`config.mk`:
```
export PLATFORM = sky130hd
export DESIGN_NAME = csr_file
export DESIGN_NICKNAME = d
export VERILOG_FILES = /design/src/logic/csr_pkg.sv /design/src/logic/status_priv.sv /design/src/logic/machine_setup_regs.sv /design/src/logic/trap_control.sv /design/src/logic/trap_state_regs.sv /design/src/logic/csr_file.sv
export VERILOG_INCLUDE_DIRS = /design/src /design/src/include
export SDC_FILE = /design/constraint.sdc
export NUM_CORES = 1
export LEC_CHECK = 0
export BUFFER_PORTS_ARGS = -buffer_cell sky130_fd_sc_hd__buf_2
export CORE_ASPECT_RATIO = 1.5
export CORE_MARGIN = 4
export CORE_UTILIZATION = 53
export CTS_BUF_LIST = sky130_fd_sc_hd__clkbuf_8
export DETAILED_ROUTE_END_ITERATION = 6
export PLACE_DENSITY = 0.83
export SLEW_MARGIN = 20
export SYNTH_ARGS = -nofsm -noshare
export SYNTH_HDL_FRONTEND = slang
export SYNTH_SLANG_ARGS = --single-unit
```
`constraint.sdc`:
```
create_clock -name clock -period 6.3 [get_ports clock]
set_clock_uncertainty 0.1 [all_clocks]
set_input_delay 0.63 -clock clock [delete_from_list [all_inputs] [get_ports clock]]
set_output_delay 0.63 -clock clock [all_outputs]
set_load 0.01 [all_outputs]
```
`src/include/csr_params.svh`:
```
/* CSR widths, addresses, field positions and cause codes for a 32-bit M/U-mode core.
   Interrupt bit positions in mie/mip double as the interrupt cause codes. */
`ifndef CSR_PARAMS_SVH
`define CSR_PARAMS_SVH

`define CSR_XLEN 32

// Machine-mode CSR addresses
`define CSR_ADDR_MSTATUS  12'h300
`define CSR_ADDR_MISA     12'h301
`define CSR_ADDR_MIE      12'h304
`define CSR_ADDR_MTVEC    12'h305
`define CSR_ADDR_MSCRATCH 12'h340
`define CSR_ADDR_MEPC     12'h341
`define CSR_ADDR_MCAUSE   12'h342
`define CSR_ADDR_MTVAL    12'h343
`define CSR_ADDR_MIP      12'h344

// mstatus fields, MPP occupies two bits
`define CSR_BIT_MIE  3
`define CSR_BIT_MPIE 7
`define CSR_BIT_MPP  11

// mie/mip positions and interrupt codes
`define CSR_BIT_MSI 3
`define CSR_BIT_MTI 7
`define CSR_BIT_MEI 11

// Exception codes
`define CSR_CAUSE_ILLEGAL 2
`define CSR_CAUSE_ECALL_U 8
`define CSR_CAUSE_ECALL_M 11

// MXL = 1 (32 bit), extensions I and U
`define CSR_MISA_VALUE 32'h4010_0100

`endif

```
`src/logic/csr_pkg.sv`:
```
/* Shared types for the CSR file. Only M and U privilege levels exist,
   so the privilege enum has no encoding for S. */
`include "csr_params.svh"

package csr_pkg;

  // One data word
  typedef logic [`CSR_XLEN-1:0] xlen_t;

  // CSR address as carried in the instruction
  typedef logic [11:0] csr_addr_t;

  // Memory-mapped timer values
  typedef logic [63:0] time_t;

  // Raw instruction word, stored into mtval on an illegal instruction
  typedef logic [31:0] instr_t;

  // Privilege level, encodings follow the privileged spec
  typedef enum logic [1:0] {
    PRIV_U = 2'b00,
    PRIV_M = 2'b11
  } priv_t;

endpackage

```
`src/logic/status_priv.sv`:
```
/* mstatus (MIE, MPIE, MPP) and the current privilege level.
   Update priority is trap, then mret, then a software write. */
`include "csr_params.svh"

module status_priv (
  input  logic               clock,
  input  logic               reset,
  input  logic               wr_en,
  input  csr_pkg::csr_addr_t addr,
  input  csr_pkg::xlen_t     wr_data,
  input  logic               trap,
  input  logic               mret,
  output csr_pkg::xlen_t     mstatus,
  output csr_pkg::priv_t     priv
);
  import csr_pkg::*;

  logic       mie_q;
  logic       mpie_q;
  priv_t      mpp_q;
  logic       status_wr;
  logic [1:0] wr_mpp;
  logic       wr_mpp_legal;

  assign status_wr = wr_en && (addr == `CSR_ADDR_MSTATUS);
  assign wr_mpp    = wr_data[`CSR_BIT_MPP+1:`CSR_BIT_MPP];

  // MPP is WARL, only U and M are kept
  assign wr_mpp_legal = (wr_mpp == PRIV_U) || (wr_mpp == PRIV_M);

  always_ff @(posedge clock or posedge reset) begin
    if (reset) begin
      mie_q  <= 1'b0;
      mpie_q <= 1'b0;
      mpp_q  <= PRIV_U;
      priv   <= PRIV_M;
    end else if (trap) begin
      // Stack the interrupt enable and enter M mode
      mie_q  <= 1'b0;
      mpie_q <= mie_q;
      mpp_q  <= priv;
      priv   <= PRIV_M;
    end else if (mret) begin
      mie_q  <= mpie_q;
      mpie_q <= 1'b1;
      mpp_q  <= PRIV_U;
      priv   <= mpp_q;
    end else if (status_wr) begin
      mie_q  <= wr_data[`CSR_BIT_MIE];
      mpie_q <= wr_data[`CSR_BIT_MPIE];
      if (wr_mpp_legal) begin
        mpp_q <= priv_t'(wr_mpp);
      end
    end
  end

  // Visible fields, everything else reads zero
  always_comb begin
    mstatus = '0;
    mstatus[`CSR_BIT_MIE] = mie_q;
    mstatus[`CSR_BIT_MPIE] = mpie_q;
    mstatus[`CSR_BIT_MPP+1:`CSR_BIT_MPP] = mpp_q;
  end

endmodule

```
`src/logic/machine_setup_regs.sv`:
```
/* mtvec, mie and mscratch, plus the read-only mip view.
   mip bits come straight from the external, software and timer lines and cannot be written. */
`include "csr_params.svh"

module machine_setup_regs (
  input  logic               clock,
  input  logic               reset,
  input  logic               wr_en,
  input  logic               trap,
  input  csr_pkg::csr_addr_t addr,
  input  csr_pkg::xlen_t     wr_data,
  input  logic               external_interrupt,
  input  logic               mem_msip,
  input  csr_pkg::time_t     mem_mtime,
  input  csr_pkg::time_t     mem_mtimecmp,
  output csr_pkg::xlen_t     mtvec,
  output csr_pkg::xlen_t     mie_bits,
  output csr_pkg::xlen_t     mip_bits,
  output csr_pkg::xlen_t     mscratch
);

  logic msie_q;
  logic mtie_q;
  logic meie_q;
  logic setup_wr;
  logic timer_due;

  // A trap in the same cycle cancels the write
  assign setup_wr  = wr_en && !trap;
  assign timer_due = mem_mtime >= mem_mtimecmp;

  always_ff @(posedge clock or posedge reset) begin
    if (reset) begin
      mtvec    <= '0;
      msie_q   <= 1'b0;
      mtie_q   <= 1'b0;
      meie_q   <= 1'b0;
      mscratch <= '0;
    end else if (setup_wr) begin
      case (addr)
        // Bit 1 is reserved and stays zero
        `CSR_ADDR_MTVEC: mtvec <= {wr_data[`CSR_XLEN-1:2], 1'b0, wr_data[0]};
        `CSR_ADDR_MIE: begin
          msie_q <= wr_data[`CSR_BIT_MSI];
          mtie_q <= wr_data[`CSR_BIT_MTI];
          meie_q <= wr_data[`CSR_BIT_MEI];
        end
        `CSR_ADDR_MSCRATCH: mscratch <= wr_data;
        default: ;
      endcase
    end
  end

  always_comb begin
    mie_bits = '0;
    mie_bits[`CSR_BIT_MSI] = msie_q;
    mie_bits[`CSR_BIT_MTI] = mtie_q;
    mie_bits[`CSR_BIT_MEI] = meie_q;
  end

  // Pending lines as seen this cycle
  always_comb begin
    mip_bits = '0;
    mip_bits[`CSR_BIT_MSI] = mem_msip;
    mip_bits[`CSR_BIT_MTI] = timer_due;
    mip_bits[`CSR_BIT_MEI] = external_interrupt;
  end

endmodule

```
`src/logic/trap_control.sv`:
```
/* Combinational trap decision: qualifies interrupts and exceptions, picks the
   highest priority one, and forms the cause and target address. All traps go to M mode. */
`include "csr_params.svh"

module trap_control (
  input  csr_pkg::priv_t priv,
  input  csr_pkg::xlen_t mstatus,
  input  csr_pkg::xlen_t mie_bits,
  input  csr_pkg::xlen_t mip_bits,
  input  csr_pkg::xlen_t mtvec,
  input  logic           illegal_instruction,
  input  logic           ecall,
  output logic           trap,
  output csr_pkg::xlen_t trap_cause,
  output csr_pkg::xlen_t trap_addr
);
  import csr_pkg::*;

  // Top bit of the cause marks an interrupt
  localparam xlen_t INT_FLAG = {1'b1, {(`CSR_XLEN-1){1'b0}}};

  logic  global_en;
  logic  take_mei;
  logic  take_mti;
  logic  take_msi;
  logic  take_illegal;
  logic  take_ecall;
  logic  is_interrupt;
  xlen_t ecall_cause;
  xlen_t base_addr;
  xlen_t vector_addr;

  // U mode is always interruptible, M mode only with MIE
  assign global_en = (priv == PRIV_U) || ((priv == PRIV_M) && mstatus[`CSR_BIT_MIE]);

  assign take_mei = mie_bits[`CSR_BIT_MEI] && mip_bits[`CSR_BIT_MEI] && global_en;
  assign take_mti = mie_bits[`CSR_BIT_MTI] && mip_bits[`CSR_BIT_MTI] && global_en;
  assign take_msi = mie_bits[`CSR_BIT_MSI] && mip_bits[`CSR_BIT_MSI] && global_en;

  assign take_illegal = illegal_instruction && global_en;
  assign take_ecall   = ecall && global_en;

  assign is_interrupt = take_mei || take_mti || take_msi;
  assign trap         = is_interrupt || take_illegal || take_ecall;

  // ecall code depends on where it came from
  assign ecall_cause = (priv == PRIV_U) ? xlen_t'(`CSR_CAUSE_ECALL_U)
                                        : xlen_t'(`CSR_CAUSE_ECALL_M);

  // Fixed priority, interrupts ahead of exceptions
  always_comb begin
    if (take_mei) begin
      trap_cause = INT_FLAG | xlen_t'(`CSR_BIT_MEI);
    end else if (take_mti) begin
      trap_cause = INT_FLAG | xlen_t'(`CSR_BIT_MTI);
    end else if (take_msi) begin
      trap_cause = INT_FLAG | xlen_t'(`CSR_BIT_MSI);
    end else if (take_illegal) begin
      trap_cause = xlen_t'(`CSR_CAUSE_ILLEGAL);
    end else if (take_ecall) begin
      trap_cause = ecall_cause;
    end else begin
      trap_cause = '0;
    end
  end

  assign base_addr = {mtvec[`CSR_XLEN-1:2], 2'b00};

  // Vectored entry is base + 4 * code, the add works on word addresses
  assign vector_addr = {mtvec[`CSR_XLEN-1:2] + trap_cause[`CSR_XLEN-3:0], 2'b00};

  // Vectoring applies to interrupts only
  assign trap_addr = (mtvec[0] && is_interrupt) ? vector_addr : base_addr;

endmodule

```
`src/logic/trap_state_regs.sv`:
```
/* mepc, mcause and mtval. A trap overrides any software write in the same cycle.
   mcause is WLRL and keeps its old value when an unsupported code is written. */
`include "csr_params.svh"

module trap_state_regs (
  input  logic               clock,
  input  logic               reset,
  input  logic               wr_en,
  input  csr_pkg::csr_addr_t addr,
  input  csr_pkg::xlen_t     wr_data,
  input  logic               trap,
  input  csr_pkg::xlen_t     trap_cause,
  input  csr_pkg::xlen_t     pc,
  input  csr_pkg::instr_t    instruction,
  input  logic               illegal_instruction,
  output csr_pkg::xlen_t     mepc,
  output csr_pkg::xlen_t     mcause,
  output csr_pkg::xlen_t     mtval
);
  import csr_pkg::*;

  logic capture_instr;

  // Codes this core can actually raise
  function automatic logic cause_legal(input xlen_t value);
    logic [`CSR_XLEN-2:0] code;
    code = value[`CSR_XLEN-2:0];
    if (value[`CSR_XLEN-1]) begin
      return (code == `CSR_BIT_MSI) || (code == `CSR_BIT_MTI) || (code == `CSR_BIT_MEI);
    end
    return (code == `CSR_CAUSE_ILLEGAL) || (code == `CSR_CAUSE_ECALL_U) ||
           (code == `CSR_CAUSE_ECALL_M);
  endfunction

  // Only an illegal-instruction trap records the instruction word
  assign capture_instr = illegal_instruction &&
                         (trap_cause == xlen_t'(`CSR_CAUSE_ILLEGAL));

  always_ff @(posedge clock or posedge reset) begin
    if (reset) begin
      mepc   <= '0;
      mcause <= '0;
      mtval  <= '0;
    end else if (trap) begin
      mepc   <= pc;
      mcause <= trap_cause;
      if (capture_instr) begin
        mtval <= instruction;
      end
    end else if (wr_en) begin
      case (addr)
        `CSR_ADDR_MEPC: mepc <= {wr_data[`CSR_XLEN-1:2], 2'b00};
        `CSR_ADDR_MCAUSE: begin
          if (cause_legal(wr_data)) begin
            mcause <= wr_data;
          end
        end
        `CSR_ADDR_MTVAL: mtval <= wr_data;
        default: ;
      endcase
    end
  end

endmodule

```
`src/logic/csr_file.sv`:
```
/* Machine-mode CSR file. Writes land on the clock edge and are dropped while trap is high;
   reads are combinational from addr. The core must never assert mret together with wr_en. */
`include "csr_params.svh"

module csr_file (
  input  logic              clock,
  input  logic              reset,
  input  logic              wr_en,
  input  csr_pkg::csr_addr_t addr,
  input  csr_pkg::xlen_t    wr_data,
  input  csr_pkg::xlen_t    pc,
  input  csr_pkg::instr_t   instruction,
  input  logic              illegal_instruction,
  input  logic              ecall,
  input  logic              mret,
  input  logic              external_interrupt,
  input  logic              mem_msip,
  input  csr_pkg::time_t    mem_mtime,
  input  csr_pkg::time_t    mem_mtimecmp,
  output csr_pkg::xlen_t    rd_data,
  output csr_pkg::xlen_t    mepc,
  output csr_pkg::xlen_t    trap_addr,
  output logic              trap,
  output csr_pkg::priv_t    privilege_mode
);
  import csr_pkg::*;

  xlen_t mstatus;
  xlen_t mtvec;
  xlen_t mie_bits;
  xlen_t mip_bits;
  xlen_t mscratch;
  xlen_t mcause;
  xlen_t mtval;
  xlen_t trap_cause;

  status_priv u_status_priv (
    .clock(clock), .reset(reset), .wr_en(wr_en), .addr(addr), .wr_data(wr_data),
    .trap(trap), .mret(mret), .mstatus(mstatus), .priv(privilege_mode)
  );

  machine_setup_regs u_machine_setup_regs (
    .clock(clock), .reset(reset), .wr_en(wr_en), .trap(trap), .addr(addr),
    .wr_data(wr_data), .external_interrupt(external_interrupt), .mem_msip(mem_msip),
    .mem_mtime(mem_mtime), .mem_mtimecmp(mem_mtimecmp), .mtvec(mtvec),
    .mie_bits(mie_bits), .mip_bits(mip_bits), .mscratch(mscratch)
  );

  trap_control u_trap_control (
    .priv(privilege_mode), .mstatus(mstatus), .mie_bits(mie_bits), .mip_bits(mip_bits),
    .mtvec(mtvec), .illegal_instruction(illegal_instruction), .ecall(ecall),
    .trap(trap), .trap_cause(trap_cause), .trap_addr(trap_addr)
  );

  trap_state_regs u_trap_state_regs (
    .clock(clock), .reset(reset), .wr_en(wr_en), .addr(addr), .wr_data(wr_data),
    .trap(trap), .trap_cause(trap_cause), .pc(pc), .instruction(instruction),
    .illegal_instruction(illegal_instruction), .mepc(mepc), .mcause(mcause), .mtval(mtval)
  );

  // Read mux, unknown addresses return zero
  always_comb begin
    case (addr)
      `CSR_ADDR_MSTATUS:  rd_data = mstatus;
      `CSR_ADDR_MISA:     rd_data = `CSR_MISA_VALUE;
      `CSR_ADDR_MIE:      rd_data = mie_bits;
      `CSR_ADDR_MTVEC:    rd_data = mtvec;
      `CSR_ADDR_MSCRATCH: rd_data = mscratch;
      `CSR_ADDR_MEPC:     rd_data = mepc;
      `CSR_ADDR_MCAUSE:   rd_data = mcause;
      `CSR_ADDR_MTVAL:    rd_data = mtval;
      `CSR_ADDR_MIP:      rd_data = mip_bits;
      default:            rd_data = '0;
    endcase
  end

endmodule

```
==> metrics.md, run 1 <==
| Metric | Value |
|---|---|
| HP Class | in -> async |
| Die ar. | ~22,000 um2 |
| Number of flops mapped to enable cells by yosys | 0 |
| Setup violators final | 0 |
| Max Slew Vio Count | 0 |
| Fraction of the cycle the final worst path needs | 90.3% |
| Initial Util | a little over half |
| Worst Path Buf+Inv | 5 |
| CP required | around 5.6 ns |
| DRC errors left | 2 |
| Worst Path Arrival | 4.96 ns |
| Pre-CTS setup slack | about 0.59 ns |
| Top_reg_cell synth | dfrtp_1 |
| PwrDens | around 260 nW/um2 |
| CP Launch Point | mem_mtimecmp[63] |
| Failing checks | design-rule violations |
| Critical path class | in -> out |
| RSZ-0062 raised after global routing | no |
| Routability Congestion | 0.908 |
| Drt first pass iters | 7 |
| Total of fill cells in the finished design | 1,571 |
| CP delay by family, top | simple AND/OR/NAND/NOR gates |
| Distinct cell type count after synthesis | 66 |
| Period minus WS final | around 5.7 ns |
| R2r setup slk | roughly 3.3 ns |
| Post-synth ARST share | 100% |
| I/O pin count | between 300 and 400 |
| Cell Area, Synth | about 11,000 um2 |
| CTS root buffer | clkbuf_8 |
| Total Nets Final | 1,700 |
| Mapped Cells | roughly 1,100 |
| Leak | between 6 and 7 nW |
| Total Wirelength | approximately 35 mm |
| Post-CTS Resized | 0 |
| R2r endpoint | u_trap_state_regs.mtval[12] |
| WP depth | 20 |
| Worst slew margin | 20.9% |
| DR vias | 10,100 |
| MaxCap Viol Count | 0 |
| Sinks on Clock Net | 168 |
| CP Launch Type | input pin |
| Setup ws final | 0.613 ns |
| Tightest Pin Transition | between 1 and 1.5 ns |
| ANT nets after route | 0 |
| Clock Latency Late Sink | about 0.47 ns |
| Max FO, Critical Path | 11 |
| Layout cells sized above 1 | between 30% and 40% |
| CTS Buf Count | 17 |
| Seq cells post-synth | roughly 170 |
| Total track usage | a little under a third |
| Maximum clock frequency | between 0.15 and 0.2 GHz |
| Core ar. | 19,700 um2 |
| Final Hold Viols | 0 |
| CTS tree | built |
| Longest Clk Path Bufs | 2 |
| Setup TNS | 0 ns |
| WL/cell | 21.0 um |
| Antenna cell count | 0 |
| Area Growth Syn to Fin | 21.5% |
| Iter 0 DRT Violations | 727 |
| Via/cell ratio | 6.08 |
| Most frequent cells in the layout | 340 x buf_2, 166 x dfrtp_1, 107 x nand2_1, 75 x inv_1 |
| Die W | 123 um |
| Endpoint class of the critical path | output pin |
| DP Wirelength | between 20 and 30 mm |
| Peak supply drop | approximately 0.20 mV |
| R2R Path Start | u_status_priv.priv[1] |
| CP max stage delay | about 0.57 ns |
| Initial antenna violation count | 5 |
| Height of the die | ~180 um |
| Cell Rows | 63 |
| Largest net degree at the start of global routing | 69 |
| Average size of a mapped cell | a little under 10 um2 |
| CP max stage cell | nor4_1 |
| IO Port Bufs | 340 |
| Vias in the first global route | approximately 10,000 |
| Total grt overflow | 0 |
| Post-CTS Setup Bufs | 0 |
| Critical path, cell by cell | buf_2 > inv_1 > ha_1 > nand4_1 > nor4_1 > nand4_1 > a31oi_2 > nor4_4 > a31o_4 > nand2_1 > ha_1 > inv_1 > fa_1 > inv_1 > a21o_1 > a21oi_1 > nand2b_1 > nor4_2 > xnor2_1 > buf_2 |
| Hold-fix buffers at CTS | 0 |
| Commonest non-fill, non-tap cell in the layout | buf_2 |
| CTS clk-pin slew, worst paths | 0.08 ns |
| Critical path endpoint | trap_addr[12] |
| Outcome | finished with violations |
| Reg2Reg Depth | 7 |
| YS warnings | 0 |
| CTS H-Tree Depth | 4 |
| First-pass GRT wire length | roughly 54 mm |
| Most used cell, CP | inv_1 |
| Post-synthesis sequential area ratio | between 30 and 40% |
Yosys cell counts (all sizes together), types with 2 or more instances:
master / n / area, um2
mux2: 71 / 800
o21a: 5 / 37.5
and2: 30 / 188
a221oi: 3 / 26.3
dfstp: 2 / 52.6
xor2: 25 / 219
a222oi: 28 / 280
buf: 28 / 166
nand2b: 5 / 31.3
or3: 2 / 17.5
a21o: 5 / 37.5
nand3: 25 / 130
nor3: 25 / 125
a22oi: 35 / 263
nand2: 108 / 405
nor2: 21 / 81.3
a211o: 2 / 17.5
o21bai: 3 / 22.5
and4: 3 / 26.3
dfrtp: 166 / 4150
and3: 5 / 31.3
a31oi: 33 / 213
o211ai: 2 / 15.0
a21oi: 69 / 357
nand4: 19 / 119
and4b: 2 / 20.0
ha: 68 / 851
xnor2: 3 / 26.3
a22o: 4 / 35.0
nor2b: 5 / 31.3
nor4: 20 / 190
mux2i: 68 / 681
clkbuf: 40 / 150
o21ai: 56 / 280
inv: 76 / 285
state kept, by name, indices dropped and copies added (netlist names):
| name | flops |
|---|---|
| u_machine_setup_regs.meie_q | 1 |
| u_machine_setup_regs.mscratch | 32 |
| u_machine_setup_regs.msie_q | 1 |
| u_machine_setup_regs.mtie_q | 1 |
| u_machine_setup_regs.mtvec | 31 |
| u_status_priv.mie_q | 1 |
| u_status_priv.mpie_q | 1 |
| u_status_priv.mpp_q | 2 |
| u_status_priv.priv | 2 |
| u_trap_state_regs.mcause | 32 |
| u_trap_state_regs.mepc | 32 |
| u_trap_state_regs.mtval | 32 |
per-layer routing:
metal  track usage, %  wire length [um]  vias up
met2             53.5             17600      609
met3             6.48              3300      133
met4             18.0              2100        8
met1             34.8             11800     4783
met5                0                61        -
li1                 -                 -     4566
worst min path at each step:
stage | start | to
after global placement | u_trap_state_regs.mcause[8] | u_trap_state_regs.mcause[8]
after detailed placement | u_trap_state_regs.mcause[12] | u_trap_state_regs.mcause[12]
after CTS | reset | u_machine_setup_regs.mscratch[16]
final | reset | u_machine_setup_regs.mscratch[16]
after global routing | reset | u_trap_state_regs.mepc[16]
after floorplan | u_trap_state_regs.mcause[10] | u_trap_state_regs.mcause[10]
metrics by stage:
stage	std cells	hold WS, ns	cell area, um2	total power, mW	utilization (%)
floorplan	1082	0.354	10600	2.19	-
global placement	1628	0.369	12400	2.57	63.0
detailed placement	1628	0.372	12400	2.62	63.0
CTS	1660	0.133	12800	3.38	65.0
global route	1660	0.170	12800	3.58	65.1
finish	1660	0.122	12800	3.37	65.1
cell families (layout without fill, tap and decap cells):
logic type	Yosys count	in the layout	synth area share [%]
simple gates	276	276	13.7
compound gates	255	255	15.9
flops	168	168	39.9
buf+inv	144	462	5.70
mux	140	140	14.2
fa+ha+maj	69	69	8.25
xor+xnor	28	28	2.32
other cells	1	2	0.0355
report_power, final:
group / leakage [nW] / switching [mW] / internal [mW] / total [mW]
Sequential: 2.17 / 0.187 / 1.32 / 1.51
Combinational: 4.52 / 0.639 / 0.457 / 1.10
Clock: 0.185 / 0.427 / 0.343 / 0.770
final cells by class:
class | count | area [um2] | area share [%]
multi-input cells | 770 | 5800 | 45.2
flip-flops and latches | 168 | 4210 | 32.8
repair buffers | 354 | 1810 | 14.1
well taps | 260 | 325 | 2.54
inverters | 76 | 290 | 2.26
clock buffers | 19 | 262 | 2.04
clock inverters | 13 | 136 | 1.06
(Power assumes the default switching activity.)
==> inputs of run 2 (changes only) <==
--- a/config.mk
+++ b/config.mk
@@ -10,8 +10,9 @@
 export CORE_ASPECT_RATIO = 1.5
 export CORE_MARGIN = 4
 export CORE_UTILIZATION = 53
-export CTS_BUF_LIST = sky130_fd_sc_hd__clkbuf_8
+export CTS_BUF_LIST = sky130_fd_sc_hd__clkbuf_4
 export DETAILED_ROUTE_END_ITERATION = 6
+export MAX_ROUTING_LAYER = met4
 export PLACE_DENSITY = 0.83
 export SLEW_MARGIN = 20
 export SYNTH_ARGS = -nofsm -noshare
==> metrics.md, run 2 (synthesis results as in run 1) <==
| Metric | Value |
|---|---|
| HP Class | in -> async |
| CP Launch Type | input pin |
| CTS tree | built |
| Final Hold Viols | 0 (unchanged) |
| Area Growth Syn to Fin | 21.2% |
| Maximum clock frequency | 0.173 GHz (-1.4%) |
| PwrDens | 261 nW/um2 (-0.71%) |
| Multi-input gate area | 5800 um2 (unchanged) |
| CP delay by family, top | simple AND/OR/NAND/NOR gates |
| Total of fill cells in the finished design | 1,611 (+2.5%) |
| Period minus WS final | 5.77 ns (+0.0832 ns) |
| Routability Congestion | 0.922 (+1.6%) |
| CTS clk-pin slew, worst paths | 0.12 ns (+0.04 ns) |
| CTS root buffer | clkbuf_4 |
| CP max stage delay | 0.57 ns (about the same) |
| R2r endpoint | u_trap_state_regs.mtval[12] |
| Total Nets Final | 1,699 (-0.059%) |
| CTS Buf Count | 17 (unchanged) |
| Tightest Pin Transition | 1.14 ns (-0.0389 ns) |
| Longest Clk Path Bufs | 2 (unchanged) |
| Setup TNS | 0 ns (unchanged) |
| Endpoint class of the critical path | output pin |
| ANT nets after route | 0 (unchanged) |
| Post-CTS Resized | 0 (unchanged) |
| R2r setup slk | 2.89 ns (-0.42 ns) |
| Vias in the first global route | 10,200 (-0.46%) |
| Peak supply drop | 0.227 mV (+14%) |
| DR vias | 10,100 (+0.15%) |
| Die ar. | 22,300 um2 (unchanged) |
| Outcome | finished, final reports clean |
| Total Wirelength | 35.2 mm (+0.81%) |
| Height of the die | 181 um (unchanged) |
| CP required | 5.57 ns (about the same) |
| Iter 0 DRT Violations | 829 (+14%) |
| Drt first pass iters | 6 (-1) |
| Core ar. | 19,700 um2 (unchanged) |
| Die W | 123 um (unchanged) |
| Setup violators final | 0 (unchanged) |
| Fraction of the cycle the final worst path needs | 91.6% (+1.3 points) |
| Most used cell, CP | inv_1 |
| IO Port Bufs | 340 (unchanged) |
| R2R Path Start | u_status_priv.priv[1] |
| Total grt overflow | 0 (unchanged) |
| WP depth | 20 (unchanged) |
| Initial antenna violation count | 4 (-1) |
| Commonest non-fill, non-tap cell in the layout | buf_2 |
| CP Launch Point | mem_mtimecmp[62] |
| Most frequent cells in the layout | 340 x buf_2, 166 x dfrtp_1, 107 x nand2_1, 75 x inv_1 |
| Critical path endpoint | trap_addr[28] |
| Clock Latency Late Sink | 0.54 ns (+0.07 ns) |
| Hold-fix buffers at CTS | 0 (unchanged) |
| CP max stage cell | nor4_1 |
| Worst Path Arrival | 5.04 ns (+0.08 ns) |
| I/O pin count | 343 (unchanged) |
| WL/cell | 21.2 um (+0.57%) |
| Sinks on Clock Net | 168 (unchanged) |
| First-pass GRT wire length | 53.4 mm (-0.58%) |
| DRC errors left | 0 (-2) |
| MaxCap Viol Count | 0 (unchanged) |
| Worst Path Buf+Inv | 5 (unchanged) |
| Largest net degree at the start of global routing | 110 (+59%) |
| Max FO, Critical Path | 11 (unchanged) |
| Cell Rows | 63 (unchanged) |
| Critical path class | in -> out |
| Total track usage | 31.7% (+0.61 points) |
| Initial Util | 53.6% (unchanged) |
| Min Hold Slack | 0.164 ns (+0.0421 ns) |
| DP Wirelength | 25.8 mm (-1.8%) |
| Sequential cell area | 4210 um2 (unchanged) |
| CTS H-Tree Depth | 4 (unchanged) |
| Max Slew Vio Count | 0 (unchanged) |
| Post-CTS Setup Bufs | 0 (unchanged) |
| Reg2Reg Depth | 8 (+1) |
| Leak | 6.89 nW (+0.11%) |
| Via/cell ratio | 6.08 (about the same) |
| Pwr Total | 3.34 mW (-0.95%) |
| Layout cells sized above 1 | 33.9% (-0.26 points) |
| Critical path, cell by cell | buf_2 > inv_1 > ha_1 > nand4_1 > nor4_1 > nand4_1 > a31oi_2 > nor4_4 > a31o_4 > nand2_1 > ha_1 > inv_1 > fa_1 > inv_1 > a21o_1 > a21oi_1 > nand2b_1 > nor3_1 > xor2_1 > buf_2 |
| Worst slew margin | 23.6% (+2.7 points) |
| RSZ-0062 raised after global routing | no |
==> run 2: cell count changes in the layout (fill, tap and decap cells not counted), sizes merged <==
cell,change
inv,-5
diode,+5
clkinv,+7
buf,-1
bufinv,+4
clkinvlp,-5
clkbuf,-1
==> run 2: report_power, final <==
part	switching, mW	leakage, nW	internal [mW]
combinational	0.643	4.53	0.456
sequential	0.186	2.17	1.32
clock	0.379	0.183	0.357
total	1.21	6.89	2.13
==> run 2: worst reg2reg max path, delay by kind of cell, from the launching register on <==
| family | cells | cell delay, ns |
|---|---|---|
| mux | 1 | 0.42 |
| compound gates | 4 | 0.68 |
| flops | 1 | 0.64 |
| buf+inv | 2 | 1.25 |
| simple gates | 1 | 0.15 |
==> run 2: worst min-delay path by stage <==
stage                                              endpoint  slack (ns)  cells after the start
after floorplan                u_trap_state_regs.mcause[10]        0.35                      1
after global placement         u_trap_state_regs.mcause[17]        0.37                      1
after detailed placement       u_trap_state_regs.mcause[16]        0.37                      1
after CTS                         u_trap_state_regs.mepc[6]        0.14                      3
after global routing              u_trap_state_regs.mepc[1]        0.13                      3
final                     u_machine_setup_regs.mscratch[16]        0.16                      2
==> run 2: per-layer routing <==
metal / GRT usage, % / part of all wire, % / vias up
met2: 53.2 / 50 / 599
met1: 34.3 / 35 / 4819
met5: - / 0 / -
met3: 6.01 / 8.5 / 120
met4: 18.6 / 5.9 / 0
li1: - / - / 4576
==> run 2: area by class of cell <==
type,instances,area share (%)
timing repair buffer,353,14.2
antenna,5,0.0978
sequential,168,32.9
clock buffer,18,1.06
clock inverter,14,1.61
multi-input combinational,770,45.3
inverter,76,2.27
tap,260,2.54
==> run 2: metrics by stage <==
stage	util [%]	setup slack, ns	cells	instance area (um2)
2_1_floorplan	-	1.03	1082	10600
3_3_place_gp	63.0	0.678	1626	12400
3_5_place_dp	63.0	0.559	1626	12400
4_1_cts	64.7	0.517	1658	12700
5_1_grt	64.9	0.261	1662	12800
6_report	64.9	0.530	1664	12800
